### src/verilog/arm_pkg.sv
package arm_pkg;

    typedef logic [31:0] word_t;      // register contents, operands, results
    typedef logic [3:0]  reg_idx_t;   // r0 .. r15
    typedef logic [3:0]  flags_t;     // {N, Z, C, V}

    // bit positions inside flags_t
    localparam int FLAG_N = 3;
    localparam int FLAG_Z = 2;
    localparam int FLAG_C = 1;
    localparam int FLAG_V = 0;

    // data-processing opcodes, ARM encoding of bits 24:21
    typedef enum logic [3:0] {
        AND = 4'b0000,
        EOR = 4'b0001,
        SUB = 4'b0010,
        RSB = 4'b0011,
        ADD = 4'b0100,
        ADC = 4'b0101,
        SBC = 4'b0110,
        RSC = 4'b0111,
        TST = 4'b1000,
        TEQ = 4'b1001,
        CMP = 4'b1010,
        CMN = 4'b1011,
        ORR = 4'b1100,
        MOV = 4'b1101,
        BIC = 4'b1110,
        MVN = 4'b1111
    } alu_op_t;

    // condition field, bits 31:28
    typedef enum logic [3:0] {
        EQ, NE, CS, CC, MI, PL, VS, VC,
        HI, LS, GE, LT, GT, LE, AL, NV
    } cond_t;

    localparam int COND_HI = 31;
    localparam int COND_LO = 28;
    localparam int IMM_BIT = 25;      // 1 = operand 2 is the immediate
    localparam int OP_HI   = 24;
    localparam int OP_LO   = 21;
    localparam int S_BIT   = 20;
    localparam int RN_HI   = 19;
    localparam int RN_LO   = 16;
    localparam int RD_HI   = 15;
    localparam int RD_LO   = 12;
    localparam int RM_HI   = 3;
    localparam int RM_LO   = 0;
    localparam int IMM_W   = 8;       // low byte, zero-extended

    // logical class leaves C and V as they were
    function automatic logic is_logical(alu_op_t op);
        return op inside {AND, EOR, TST, TEQ, ORR, MOV, BIC, MVN};
    endfunction

endpackage

### src/verilog/decoder.sv
`timescale 1ns/100ps

module decoder (
    input  arm_pkg::word_t    instr,
    input  logic              valid,
    output arm_pkg::cond_t    cond,
    output arm_pkg::alu_op_t  op,
    output arm_pkg::reg_idx_t rn,
    output arm_pkg::reg_idx_t rm,
    output arm_pkg::reg_idx_t rd,
    output logic              use_imm,
    output arm_pkg::word_t    imm,
    output logic              set_flags,
    output logic              writes_rd
);
    import arm_pkg::*;

    logic is_test;     // TST/TEQ/CMP/CMN, flags only

    // plain field slicing
    assign cond = cond_t'(instr[COND_HI:COND_LO]);
    assign op   = alu_op_t'(instr[OP_HI:OP_LO]);
    assign rn   = instr[RN_HI:RN_LO];
    assign rd   = instr[RD_HI:RD_LO];
    assign rm   = instr[RM_HI:RM_LO];

    assign use_imm   = instr[IMM_BIT];
    assign set_flags = instr[S_BIT];

    // rotate field ignored, byte goes in as is
    assign imm = {{($bits(word_t) - IMM_W){1'b0}}, instr[IMM_W-1:0]};

    assign is_test = op inside {TST, TEQ, CMP, CMN};

    // bubble never claims a destination, so forwarding ignores it
    assign writes_rd = valid && !is_test;

endmodule

### src/verilog/reg_file.sv
`timescale 1ns/100ps

module reg_file (
    input  logic              clk,
    input  logic              Reset,
    input  arm_pkg::reg_idx_t raddr_a,
    input  arm_pkg::reg_idx_t raddr_b,
    input  logic              we,
    input  arm_pkg::reg_idx_t waddr,
    input  arm_pkg::word_t    wdata,
    output arm_pkg::word_t    rdata_a,
    output arm_pkg::word_t    rdata_b
);
    import arm_pkg::*;

    localparam int NREGS = 2 ** $bits(reg_idx_t);

    word_t regs [NREGS];

    always_ff @(posedge clk or posedge Reset)
    begin
        if (Reset)
        begin
            for (int i = 0; i < NREGS; i++)
                regs[i] <= '0;   // all registers read zero out of reset
        end
        else if (we)
            regs[waddr] <= wdata;
    end

    // async read, same-cycle write is bypassed outside
    assign rdata_a = regs[raddr_a];
    assign rdata_b = regs[raddr_b];

endmodule

### src/verilog/forward_unit.sv
`timescale 1ns/100ps

module forward_unit (
    input  arm_pkg::reg_idx_t rn,
    input  arm_pkg::reg_idx_t rm,
    input  arm_pkg::word_t    rf_a,
    input  arm_pkg::word_t    rf_b,
    input  logic              ex_we,
    input  logic              wb_we,
    input  arm_pkg::reg_idx_t ex_rd,
    input  arm_pkg::reg_idx_t wb_rd,
    input  arm_pkg::word_t    ex_result,
    input  arm_pkg::word_t    wb_result,
    output arm_pkg::word_t    op_a,
    output arm_pkg::word_t    op_b
);
    import arm_pkg::*;

    // youngest producer wins: EX, then WB, then the array
    function automatic word_t pick(reg_idx_t src, word_t rf_val);
        word_t val;
        if (ex_we && ex_rd == src)
            val = ex_result;        // result still in the ALU
        else if (wb_we && wb_rd == src)
            val = wb_result;        // lands in the array at the end of this cycle
        else
            val = rf_val;
        return val;
    endfunction

    always_comb
    begin
        op_a = pick(rn, rf_a);
        op_b = pick(rm, rf_b);     // used only when operand 2 is a register
    end

endmodule

### src/verilog/alu.sv
`timescale 1ns/100ps

module alu (
    input  arm_pkg::alu_op_t op,
    input  arm_pkg::word_t   a,
    input  arm_pkg::word_t   b,
    input  logic             carry_in,
    output arm_pkg::word_t   result,
    output arm_pkg::flags_t  flags_out
);
    import arm_pkg::*;

    word_t       add_x;       // adder operands after swap/invert
    word_t       add_y;
    logic        add_cin;
    logic [32:0] sum;
    word_t       logic_res;
    logic        logical;

    // every arithmetic op as x + y + cin, subtract is x + ~y + 1
    always_comb
    begin
        add_x   = a;
        add_y   = b;
        add_cin = 1'b0;
        case (op)
            SUB, CMP:
            begin
                add_y   = ~b;
                add_cin = 1'b1;
            end
            RSB:
            begin
                add_x   = b;
                add_y   = ~a;
                add_cin = 1'b1;
            end
            ADC:      add_cin = carry_in;
            SBC:
            begin
                add_y   = ~b;
                add_cin = carry_in;   // borrow is !C
            end
            RSC:
            begin
                add_x   = b;
                add_y   = ~a;
                add_cin = carry_in;
            end
            default:  add_cin = 1'b0; // ADD, CMN and the logical ops
        endcase
    end

    assign sum = {1'b0, add_x} + {1'b0, add_y} + {32'd0, add_cin};

    always_comb
    begin
        case (op)
            AND, TST: logic_res = a & b;
            EOR, TEQ: logic_res = a ^ b;
            ORR:      logic_res = a | b;
            MOV:      logic_res = b;
            BIC:      logic_res = a & ~b;
            MVN:      logic_res = ~b;
            default:  logic_res = '0;
        endcase
    end

    assign logical = is_logical(op);
    assign result  = logical ? logic_res : sum[31:0];

    assign flags_out[FLAG_N] = result[31];
    assign flags_out[FLAG_Z] = (result == '0);
    assign flags_out[FLAG_C] = logical ? carry_in : sum[32];   // C set = no borrow
    // signed overflow, same operand signs but result sign differs
    // logical V comes back from the status register in the core
    assign flags_out[FLAG_V] = !logical && (add_x[31] == add_y[31]) &&
                               (sum[31] != add_x[31]);

endmodule

### src/verilog/flag_unit.sv
`timescale 1ns/100ps

module flag_unit (
    input  logic             clk,
    input  logic             Reset,
    input  arm_pkg::cond_t   cond,
    input  logic             update,
    input  arm_pkg::flags_t  new_flags,
    output arm_pkg::flags_t  flags,
    output logic             passed
);
    import arm_pkg::*;

    logic n;
    logic z;
    logic c;
    logic v;

    // status register, written on the edge that ends EX
    always_ff @(posedge clk or posedge Reset)
    begin
        if (Reset)
            flags <= '0;
        else if (update)
            flags <= new_flags;
    end

    assign n = flags[FLAG_N];
    assign z = flags[FLAG_Z];
    assign c = flags[FLAG_C];
    assign v = flags[FLAG_V];

    // ARM condition table
    always_comb
    begin
        case (cond)
            EQ:      passed = z;
            NE:      passed = !z;
            CS:      passed = c;             // unsigned higher or same
            CC:      passed = !c;
            MI:      passed = n;
            PL:      passed = !n;
            VS:      passed = v;
            VC:      passed = !v;
            HI:      passed = c && !z;
            LS:      passed = !c || z;
            GE:      passed = (n == v);
            LT:      passed = (n != v);
            GT:      passed = !z && (n == v);
            LE:      passed = z || (n != v);
            AL:      passed = 1'b1;
            default: passed = 1'b0;          // NV
        endcase
    end

endmodule

### src/verilog/pipeline_core.sv
`timescale 1ns/100ps

module pipeline_core (
    input  logic              clk,
    input  logic              Reset,
    input  logic              in_valid,
    input  arm_pkg::word_t    in_instr,
    output logic              wb_valid,
    output arm_pkg::reg_idx_t wb_rd,
    output arm_pkg::word_t    wb_data,
    output arm_pkg::flags_t   flags
);
    import arm_pkg::*;

    // ID stage
    logic     id_valid;
    word_t    id_instr;
    cond_t    id_cond;
    alu_op_t  id_op;
    reg_idx_t id_rn;
    reg_idx_t id_rm;
    reg_idx_t id_rd;
    logic     id_use_imm;
    word_t    id_imm;
    logic     id_set_flags;
    logic     id_writes_rd;
    word_t    rf_a;
    word_t    rf_b;
    word_t    fwd_a;
    word_t    fwd_b;

    // EX stage
    logic     ex_valid;
    cond_t    ex_cond;
    alu_op_t  ex_op;
    reg_idx_t ex_rd;
    logic     ex_use_imm;
    word_t    ex_imm;
    logic     ex_set_flags;
    logic     ex_writes_rd;
    word_t    ex_a;
    word_t    ex_b;
    word_t    alu_b;
    word_t    alu_result;
    flags_t   alu_flags;
    flags_t   ex_new_flags;
    logic     ex_passed;
    logic     ex_we;
    logic     flag_update;

    // WB stage
    logic     exwb_passed;       // valid and condition passed
    logic     exwb_writes_rd;
    reg_idx_t exwb_rd;
    word_t    exwb_result;
    logic     exwb_we;

    always_ff @(posedge clk or posedge Reset)
    begin
        if (Reset)
            id_valid <= 1'b0;
        else
            id_valid <= in_valid;
    end

    always_ff @(posedge clk)
    begin
        if (in_valid)
            id_instr <= in_instr;   // held between strobes
    end

    decoder i_decoder (
        .instr     (id_instr),
        .valid     (id_valid),
        .cond      (id_cond),
        .op        (id_op),
        .rn        (id_rn),
        .rm        (id_rm),
        .rd        (id_rd),
        .use_imm   (id_use_imm),
        .imm       (id_imm),
        .set_flags (id_set_flags),
        .writes_rd (id_writes_rd)
    );

    reg_file i_reg_file (
        .clk     (clk),
        .Reset   (Reset),
        .raddr_a (id_rn),
        .raddr_b (id_rm),
        .we      (exwb_we),
        .waddr   (exwb_rd),
        .wdata   (exwb_result),
        .rdata_a (rf_a),
        .rdata_b (rf_b)
    );

    forward_unit i_forward_unit (
        .rn        (id_rn),
        .rm        (id_rm),
        .rf_a      (rf_a),
        .rf_b      (rf_b),
        .ex_we     (ex_we),
        .wb_we     (exwb_we),
        .ex_rd     (ex_rd),
        .wb_rd     (exwb_rd),
        .ex_result (alu_result),
        .wb_result (exwb_result),
        .op_a      (fwd_a),
        .op_b      (fwd_b)
    );

    // ID/EX register, control bits
    always_ff @(posedge clk or posedge Reset)
    begin
        if (Reset)
        begin
            ex_valid     <= 1'b0;
            ex_set_flags <= 1'b0;
            ex_writes_rd <= 1'b0;
        end
        else
        begin
            ex_valid     <= id_valid;
            ex_set_flags <= id_set_flags;
            ex_writes_rd <= id_writes_rd;   // already cleared for bubbles
        end
    end

    // ID/EX payload
    always_ff @(posedge clk)
    begin
        ex_cond    <= id_cond;
        ex_op      <= id_op;
        ex_rd      <= id_rd;
        ex_use_imm <= id_use_imm;
        ex_imm     <= id_imm;
        ex_a       <= fwd_a;
        ex_b       <= fwd_b;
    end

    assign alu_b = ex_use_imm ? ex_imm : ex_b;   // operand 2 select

    alu i_alu (
        .op        (ex_op),
        .a         (ex_a),
        .b         (alu_b),
        .carry_in  (flags[FLAG_C]),
        .result    (alu_result),
        .flags_out (alu_flags)
    );

    // logical ops keep the old V
    always_comb
    begin
        ex_new_flags         = alu_flags;
        ex_new_flags[FLAG_V] = is_logical(ex_op) ? flags[FLAG_V] : alu_flags[FLAG_V];
    end

    assign flag_update = ex_valid && ex_passed && ex_set_flags;
    assign ex_we       = ex_valid && ex_passed && ex_writes_rd;

    flag_unit i_flag_unit (
        .clk       (clk),
        .Reset     (Reset),
        .cond      (ex_cond),
        .update    (flag_update),
        .new_flags (ex_new_flags),
        .flags     (flags),
        .passed    (ex_passed)
    );

    // EX/WB register
    always_ff @(posedge clk or posedge Reset)
    begin
        if (Reset)
        begin
            exwb_passed    <= 1'b0;
            exwb_writes_rd <= 1'b0;
        end
        else
        begin
            exwb_passed    <= ex_valid && ex_passed;
            exwb_writes_rd <= ex_writes_rd;
        end
    end

    always_ff @(posedge clk)
    begin
        exwb_rd     <= ex_rd;
        exwb_result <= alu_result;
    end

    assign exwb_we = exwb_passed && exwb_writes_rd;

    // write report, same edge as the array write
    always_ff @(posedge clk or posedge Reset)
    begin
        if (Reset)
            wb_valid <= 1'b0;
        else
            wb_valid <= exwb_we;   // one-cycle strobe
    end

    always_ff @(posedge clk)
    begin
        wb_rd   <= exwb_rd;
        wb_data <= exwb_result;
    end

endmodule

### config.mk
export PLATFORM = sky130hd
export DESIGN_NAME = pipeline_core
export DESIGN_NICKNAME = d
export VERILOG_FILES = /design/src/verilog/arm_pkg.sv /design/src/verilog/decoder.sv /design/src/verilog/reg_file.sv /design/src/verilog/forward_unit.sv /design/src/verilog/alu.sv /design/src/verilog/flag_unit.sv /design/src/verilog/pipeline_core.sv
export SDC_FILE = /design/constraint.sdc
export NUM_CORES = 2
export LEC_CHECK = 0
export BUFFER_PORTS_ARGS = -buffer_cell sky130_fd_sc_hd__buf_2
export CORE_AREA = 2 2 320 322
export CTS_CLUSTER_SIZE = 14
export DETAILED_ROUTE_END_ITERATION = 7
export DIE_AREA = 0 0 322 324
export PLACE_DENSITY_LB_ADDON = 0.1
export SYNTH_ARGS = -nofsm -noshare
export SYNTH_HDL_FRONTEND = slang
export SYNTH_HIERARCHICAL = 1
export SYNTH_SLANG_ARGS = --single-unit
export TNS_END_PERCENT = 50
### constraint.sdc
create_clock -name clk -period 28.9 [get_ports clk]
set_input_delay 2.89 -clock clk [delete_from_list [all_inputs] [get_ports clk]]
set_output_delay 2.89 -clock clk [all_outputs]
set_load 0.01 [all_outputs]
# Yosys cells after proc, flatten, opt, wreduce, memory -nomap -nowiden
# Index checks and enable logic that the tools add are counted.
word_totals:
  ram_bits: 0
  romBits: 0
  output_inout_bits: 41
  n_memories: 0
  regBits: 712
  word_cells: 146
  in_bits: 35
  latchBits: 0
op_classes:
  n_eq_ne: 39
  add_sub_neg: 2
  n_bitwise: 10
  magnitude_cmp: 4
  n_reduce_logical: 34
  mux: 20
  n_shift: 0
  mul: 0
  n_div: 0
op_table:
  columns: ["operator", "count"]
  rows:
  - ["bitwise mux 512 bit", 1]
  - ["2-to-1 mux 32 bit", 12]
  - ["binary-select mux 32 bit (select 4 bit)", 2]
  - ["one-hot mux 32 bit (6 select lines)", 1]
  - ["demux 32 bit (select 4 bit)", 1]
  - ["equality test 4 bit, second input constant", 18]
  - ["bitwise AND 32 bit", 2]
  - ["inverter 32 bit", 2]
  - ["one-hot mux 32 bit (2 select lines)", 1]
  - ["adder 32 x 32 -> 33 bit", 1]
  - ["adder 33 x 1 -> 33 bit", 1]
  - ["zero test 32 bit", 1]
  - ["OR 32 bit", 1]
  - ["XOR 32 bit", 1]
  - ["equality test 4 x 3 -> 1 bit, second input constant", 7]
  - ["equality test 4 x 2 -> 1 bit, second input constant", 4]
  - ["equality test 4 bit", 4]
  - [">= comparator 5 bit, second input constant", 3]
  - ["inverter 4 -> 5 bit", 3]
  - ["one-hot mux 1 bit (15 select lines)", 1]
  - ["logical AND 1 bit", 14]
  - ["OR reduction 3 bit", 3]
  - ["equality test 4 x 1 -> 1 bit, second input constant", 2]
  - ["zero test 4 bit", 2]
  - ["11 further kinds", 21]

# Longest topological paths before layout
depth:
  depth_word: 7
  ltp_mapped: 24
  mapped_depth_nobuf: 20

# Modules after synthesis
# Netlist, hierarchy kept.
modules_own_cells:
  columns: ["module", "cells_each", "seq_area_each_um2", "instances", "area_per_inst_um2"]
  rows:
  - ["reg_file", 1677, 12812.3, 1, 26506.7]
  - ["alu", 905, 0.0, 1, 5373.9]
  - ["pipeline_core", 264, 4759.6, 1, 5352.6]
  - ["forward_unit", 345, 0.0, 1, 2164.6]
  - ["decoder", 57, 0.0, 1, 420.4]
  - ["flag_unit", 26, 100.1, 1, 240.2]

# Worst setup path after synthesis
# OpenSTA, ideal clock, no wires.
synth_timing:
  path_kind: "register to register"
  start: "register ex_op[1]"
  end: "register i_flag_unit.flags[2]"
  stages_incl_launch_ff: 23
  setup_ns: 0.066
  path_buffers: 7
  arrival_time_ns: 5.249
  synth_period_minus_slack_ns: 5.315
  slack_ns: 23.585
  required_time_ns: 28.834
  path_cell_list: "dfxtp_1 buf_2 buf_2 buf_2 buf_2 buf_1 nand2_1 clkbuf_1 clkbuf_1 a31oi_1 fa_1 fa_1 nor2b_1 o221a_1 o21a_1 or3_1 a31o_1 or4_1 or3_1 a2111oi_2 nand4b_1 nor4_2 mux2_1"
synth_via:
  elab_chain_cells: 7
  elab_cells_between_ends: 29
  classes_between: "add/sub: 2; eq/ne: 13; mux: 5; reduce/logical: 9"
synth_lines:
  columns: ["element", "line", "source"]
  rows:
  - ["from (decl)", "pipeline_core.sv:35", "alu_op_t ex_op;"]
  - ["from (signal assigned)", "pipeline_core.sv:134", "ex_op <= id_op;"]
  - ["equality test 4 x 2 -> 1 bit, or another cell as far along", "alu.sv:26", "case (op)"]
  - ["OR reduction 3 bit (no line) / OR reduction 2 bit (equally long branches)", null, null]
  - ["one-hot mux 32 bit (2 select lines) / 2-to-1 mux 32 bit (equally long branches)", "alu.sv:26", null]
  - ["adder 32 x 32 -> 33 bit", "alu.sv:54", "assign sum = {1'b0, add_x} + {1'b0, add_y} + {32'd0, add_cin};"]
  - ["adder 33 x 1 -> 33 bit", "alu.sv:54", null]
  - ["2-to-1 mux 32 bit (*)", "alu.sv:70", "assign result = logical ? logic_res : sum[31:0];"]
  - ["named net alu_result[6]", "pipeline_core.sv:44", "word_t alu_result;"]
  - ["zero test 32 bit (*)", "alu.sv:73", "assign flags_out[FLAG_Z] = (result == '0);"]
  - ["named net alu_flags[2]", "pipeline_core.sv:45", "flags_t alu_flags;"]
  - ["to (signal assigned)", "flag_unit.sv:25", "flags <= new_flags;"]
  - ["to (decl)", "flag_unit.sv:9", "output arm_pkg::flags_t flags,"]
# The timed path passes the listed nets; every way through them passes the cells marked *.
# A chain may end at the register's enable or synchronous reset.

# Worst setup path after layout
layout_timing:
  start: "register ex_op[3]"
  end: "register i_flag_unit.flags[2]"
# The elaborated chain is that of the path after synthesis.

==> metrics.log <==
INFO  metric power_density = 84.5 nW/um^2
INFO  metric floorplan.initialDensity = 0.395
INFO  metric post_cts_hold_buffer_count = 0
INFO  metric dp.cells = 4397
INFO  metric setup_violations = 0
INFO  metric relative_slew_slack = 0.278
INFO  metric chipWidth = 322 microns
INFO  metric timing_hold_violations_final = 0
INFO  metric max-vdd-ir-drop = 0.0000429 V
INFO  metric synthCells = 3268
INFO  metric fin_util = 0.434
INFO  metric period_share = 0.240
INFO  metric worstSetupStartpointType = register
INFO  metric critPathKind = reg -> reg
INFO  metric timing_worst_slew_pin_value = 1.08 ns
INFO  metric first_global_vias = between 20000 and 30000
INFO  metric core-area = slightly above 100000 sq um
INFO  metric routed_wl = between 100000 and 150000 microns
INFO  metric syn_area = 39900 sq um
INFO  metric route.detailed.vias_per_inst = between 6 and 7
INFO  metric place.detailed.hpwl = 79000 microns
INFO  metric place_congestion = 0.843
INFO  metric cts_tree = done
INFO  metric global_route.usage.total = 0.245
INFO  metric pin_count_of_the_biggest_net_entering_global_routing = 179
INFO  metric critPathRequiredTime = 29.48 ns
INFO  metric hold_path_class = reg -> reg
INFO  metric grt_remaining_overflow = 0
INFO  metric finClkSkew = 0.0207 ns
INFO  metric detail-route-antenna-nets = 0
INFO  metric power.share.combinational = 0.282
INFO  metric areaGrowthSynthToFinish = 9.83%
INFO  metric crit_path_end_kind = register
INFO  metric final-max-slew-violation-count = 0
INFO  metric switching_share = 0.350
INFO  metric num_io_pins = 76
INFO  metric sequential_power_share = 0.428
INFO  metric drt_iter0_drc = between 2000 and 2500
INFO  metric rsz_0062_raised_after_global_routing = no
INFO  metric total_number_of_vias = roughly 28000
INFO  metric power_switching = 1290 uW
INFO  metric route.detailed.wl_per_inst = 28.1 microns
INFO  metric tritoncts.num_buffers = 84
INFO  metric p_leak = 0.0186 uW
INFO  metric tns = 0 ns
INFO  metric chipHeight = 324 microns
INFO  metric ff2ff_path_depth = 19
INFO  metric post_cts.resized_instances = 0
INFO  metric register_clock_pin_slew_on_the_reported_worst_setup_and_hold_paths = 0.06 ns
INFO  metric achievable-frequency = 144 MHz
INFO  metric r2r_end = i_flag_unit/flags[2]
INFO  metric final_layout_size_suffix_gt1_frac = 0.354
INFO  metric multiInputGateArea = about 21000 sq um
INFO  metric initial_antenna_violation_count = 4
INFO  metric ctsRootBufferMaster = sky130_fd_sc_hd__clkbuf_16
INFO  metric post_synth.cell_area_avg = 12.2 sq um
INFO  metric cts_max_level = 3
INFO  metric design.die.area = roughly 100000 sq um
INFO  metric reg2reg_slack = 21.97 ns
INFO  metric p_int = ~2400 uW
INFO  metric reg2reg_from = ex_op[3]
INFO  metric clk_latency = 0.64 ns
INFO  metric grt_first_pass_wirelength = 191000 microns
INFO  metric drv_cap = 0
INFO  metric worstPathMaxFanout = 30
INFO  metric placement_rows = 117
INFO  metric share_clk_of_total_power = 0.290
INFO  metric portBuffers = 69
INFO  metric nets = roughly 3300
INFO  metric yosys_warnings = 6
INFO  metric total_area_of_sequential_cells = 17500 sq um
INFO  metric worst_hold_path.endpoint = ex_imm[7]
INFO  metric route.detailed.drc = 0
INFO  metric clock_sink_count = 730
INFO  metric final_worst_path_period_need = 6.93 ns
INFO  metric worst-endpoint-arrival = 7.51 ns
INFO  metric filler_cell_count = 9193
INFO  metric timing.hold.worst_path_depth = 0
INFO  metric drtPass1Iterations = 7
INFO  metric run_status = finished, final reports clean
INFO  metric hold_start = id_instr[7]
INFO  metric final-instance-count-excl-fill = 4555
INFO  metric cts_setup_buffers = 0
INFO  metric clock_tree.buffer_depth = 3
layout by cell type (no fill, tap or decap), drive strengths merged, types with 22 or more instances in the layout:
cell type,instances
clkbuf,122
edfxtp,26
clkinv,23
a22oi,132
nand3,23
conb,24
mux4,256
nand2,195
ha,63
a21oi,82
a31oi,76
dfrtp,523
mux2,549
o31ai,36
nor2b,22
o21ai,172
dfxtp,181
buf,144
inv,88
nand4,78
xnor2,30
nor2,80
nor3,80
layout make-up:
class / instances / share of cell area
well taps: 1309 / 0.0374
inverters: 86 / 0.00754
flip-flops and latches: 730 / 0.399
diodes: 4 / 0.000229
repair buffers: 144 / 0.0216
clock inverters: 32 / 0.00726
clock buffers: 122 / 0.0563
multi-input cells: 2128 / 0.470
how the worst max path moves through the flow:
| stage | cells past startpoint | startpoint | slack, ns | end |
|---|---|---|---|---|
| after floorplan | 1 | Reset | 11.71 | i_reg_file/regs[0] |
| final | 19 | ex_op[3] | 21.97 | i_flag_unit/flags[2] |
| after detailed placement | 19 | ex_op[3] | 22.04 | i_flag_unit/flags[2] |
| after global placement | 19 | ex_op[3] | 22.04 | i_flag_unit/flags[2] |
| after CTS | 19 | ex_op[3] | 21.98 | i_flag_unit/flags[2] |
| after global routing | 19 | ex_op[3] | 21.74 | i_flag_unit/flags[2] |
power groups by stage:
stage / Clock [uW] / Combinational (uW) / Sequential, uW
2_1_floorplan: 0 / 798 / 1440
3_3_place_gp: 0 / 1010 / 1560
3_5_place_dp: 0 / 1030 / 1600
4_1_cts: 1100 / 1040 / 1580
5_1_grt: 1150 / 1130 / 1620
6_report: 1070 / 1040 / 1580
critical path: stages, from the launching register on:
cell and delay, ns:
sky130_fd_sc_hd__dfxtp_1 0.73, sky130_fd_sc_hd__nand2_1 0.71, sky130_fd_sc_hd__nand3_1 0.39, sky130_fd_sc_hd__nand2_2 0.09, sky130_fd_sc_hd__buf_4 0.28, sky130_fd_sc_hd__nand2_1 0.12
sky130_fd_sc_hd__o21ai_0 0.09, sky130_fd_sc_hd__o21ai_0 0.13, sky130_fd_sc_hd__ha_1 0.35, sky130_fd_sc_hd__a21oi_1 0.38, sky130_fd_sc_hd__o21ai_1 0.17, sky130_fd_sc_hd__a22oi_1 0.44
sky130_fd_sc_hd__and4_1 0.27, sky130_fd_sc_hd__o31ai_1 0.21, sky130_fd_sc_hd__or4_1 0.57, sky130_fd_sc_hd__or3_1 0.34, sky130_fd_sc_hd__a2111oi_2 0.46, sky130_fd_sc_hd__nand4b_1 0.25
sky130_fd_sc_hd__nor4_2 0.61, sky130_fd_sc_hd__mux2_1 0.23
flip-flops by register name (all words and copies together), names as in the netlist, 26 cells and up:
signal / cells
ex_a: 32
ex_b: 32
ex_imm: 32
exwb_result: 32
i_reg_file/regs: 512
id_instr: 26
wb_data: 32
stage by stage:
| step | hold slack, ns | area, sq um | worst slack, ns | total power, uW |
|---|---|---|---|---|
| 6_report | 0.342 | 43800 | 21.97 | 3700 |
| 5_1_grt | 0.350 | 43800 | 21.74 | 3890 |
| 4_1_cts | 0.346 | 43800 | 21.98 | 3720 |
| 3_5_place_dp | 0.329 | 41000 | 22.04 | 2630 |
| 3_3_place_gp | 0.330 | 41000 | 22.04 | 2570 |
| 2_1_floorplan | 0.347 | 40000 | 11.71 | 2240 |
routing by layer:
layer / GRT usage / up-vias / routed length, microns
met5: 0 / - / 13
met4: 0.0845 / 2 / 3840
met3: 0.0386 / 203 / 7620
met2: 0.401 / 975 / 60700
met1: 0.332 / 14700 / 55800
li1: - / 12100 / -
(Power assumes the default switching activity.)
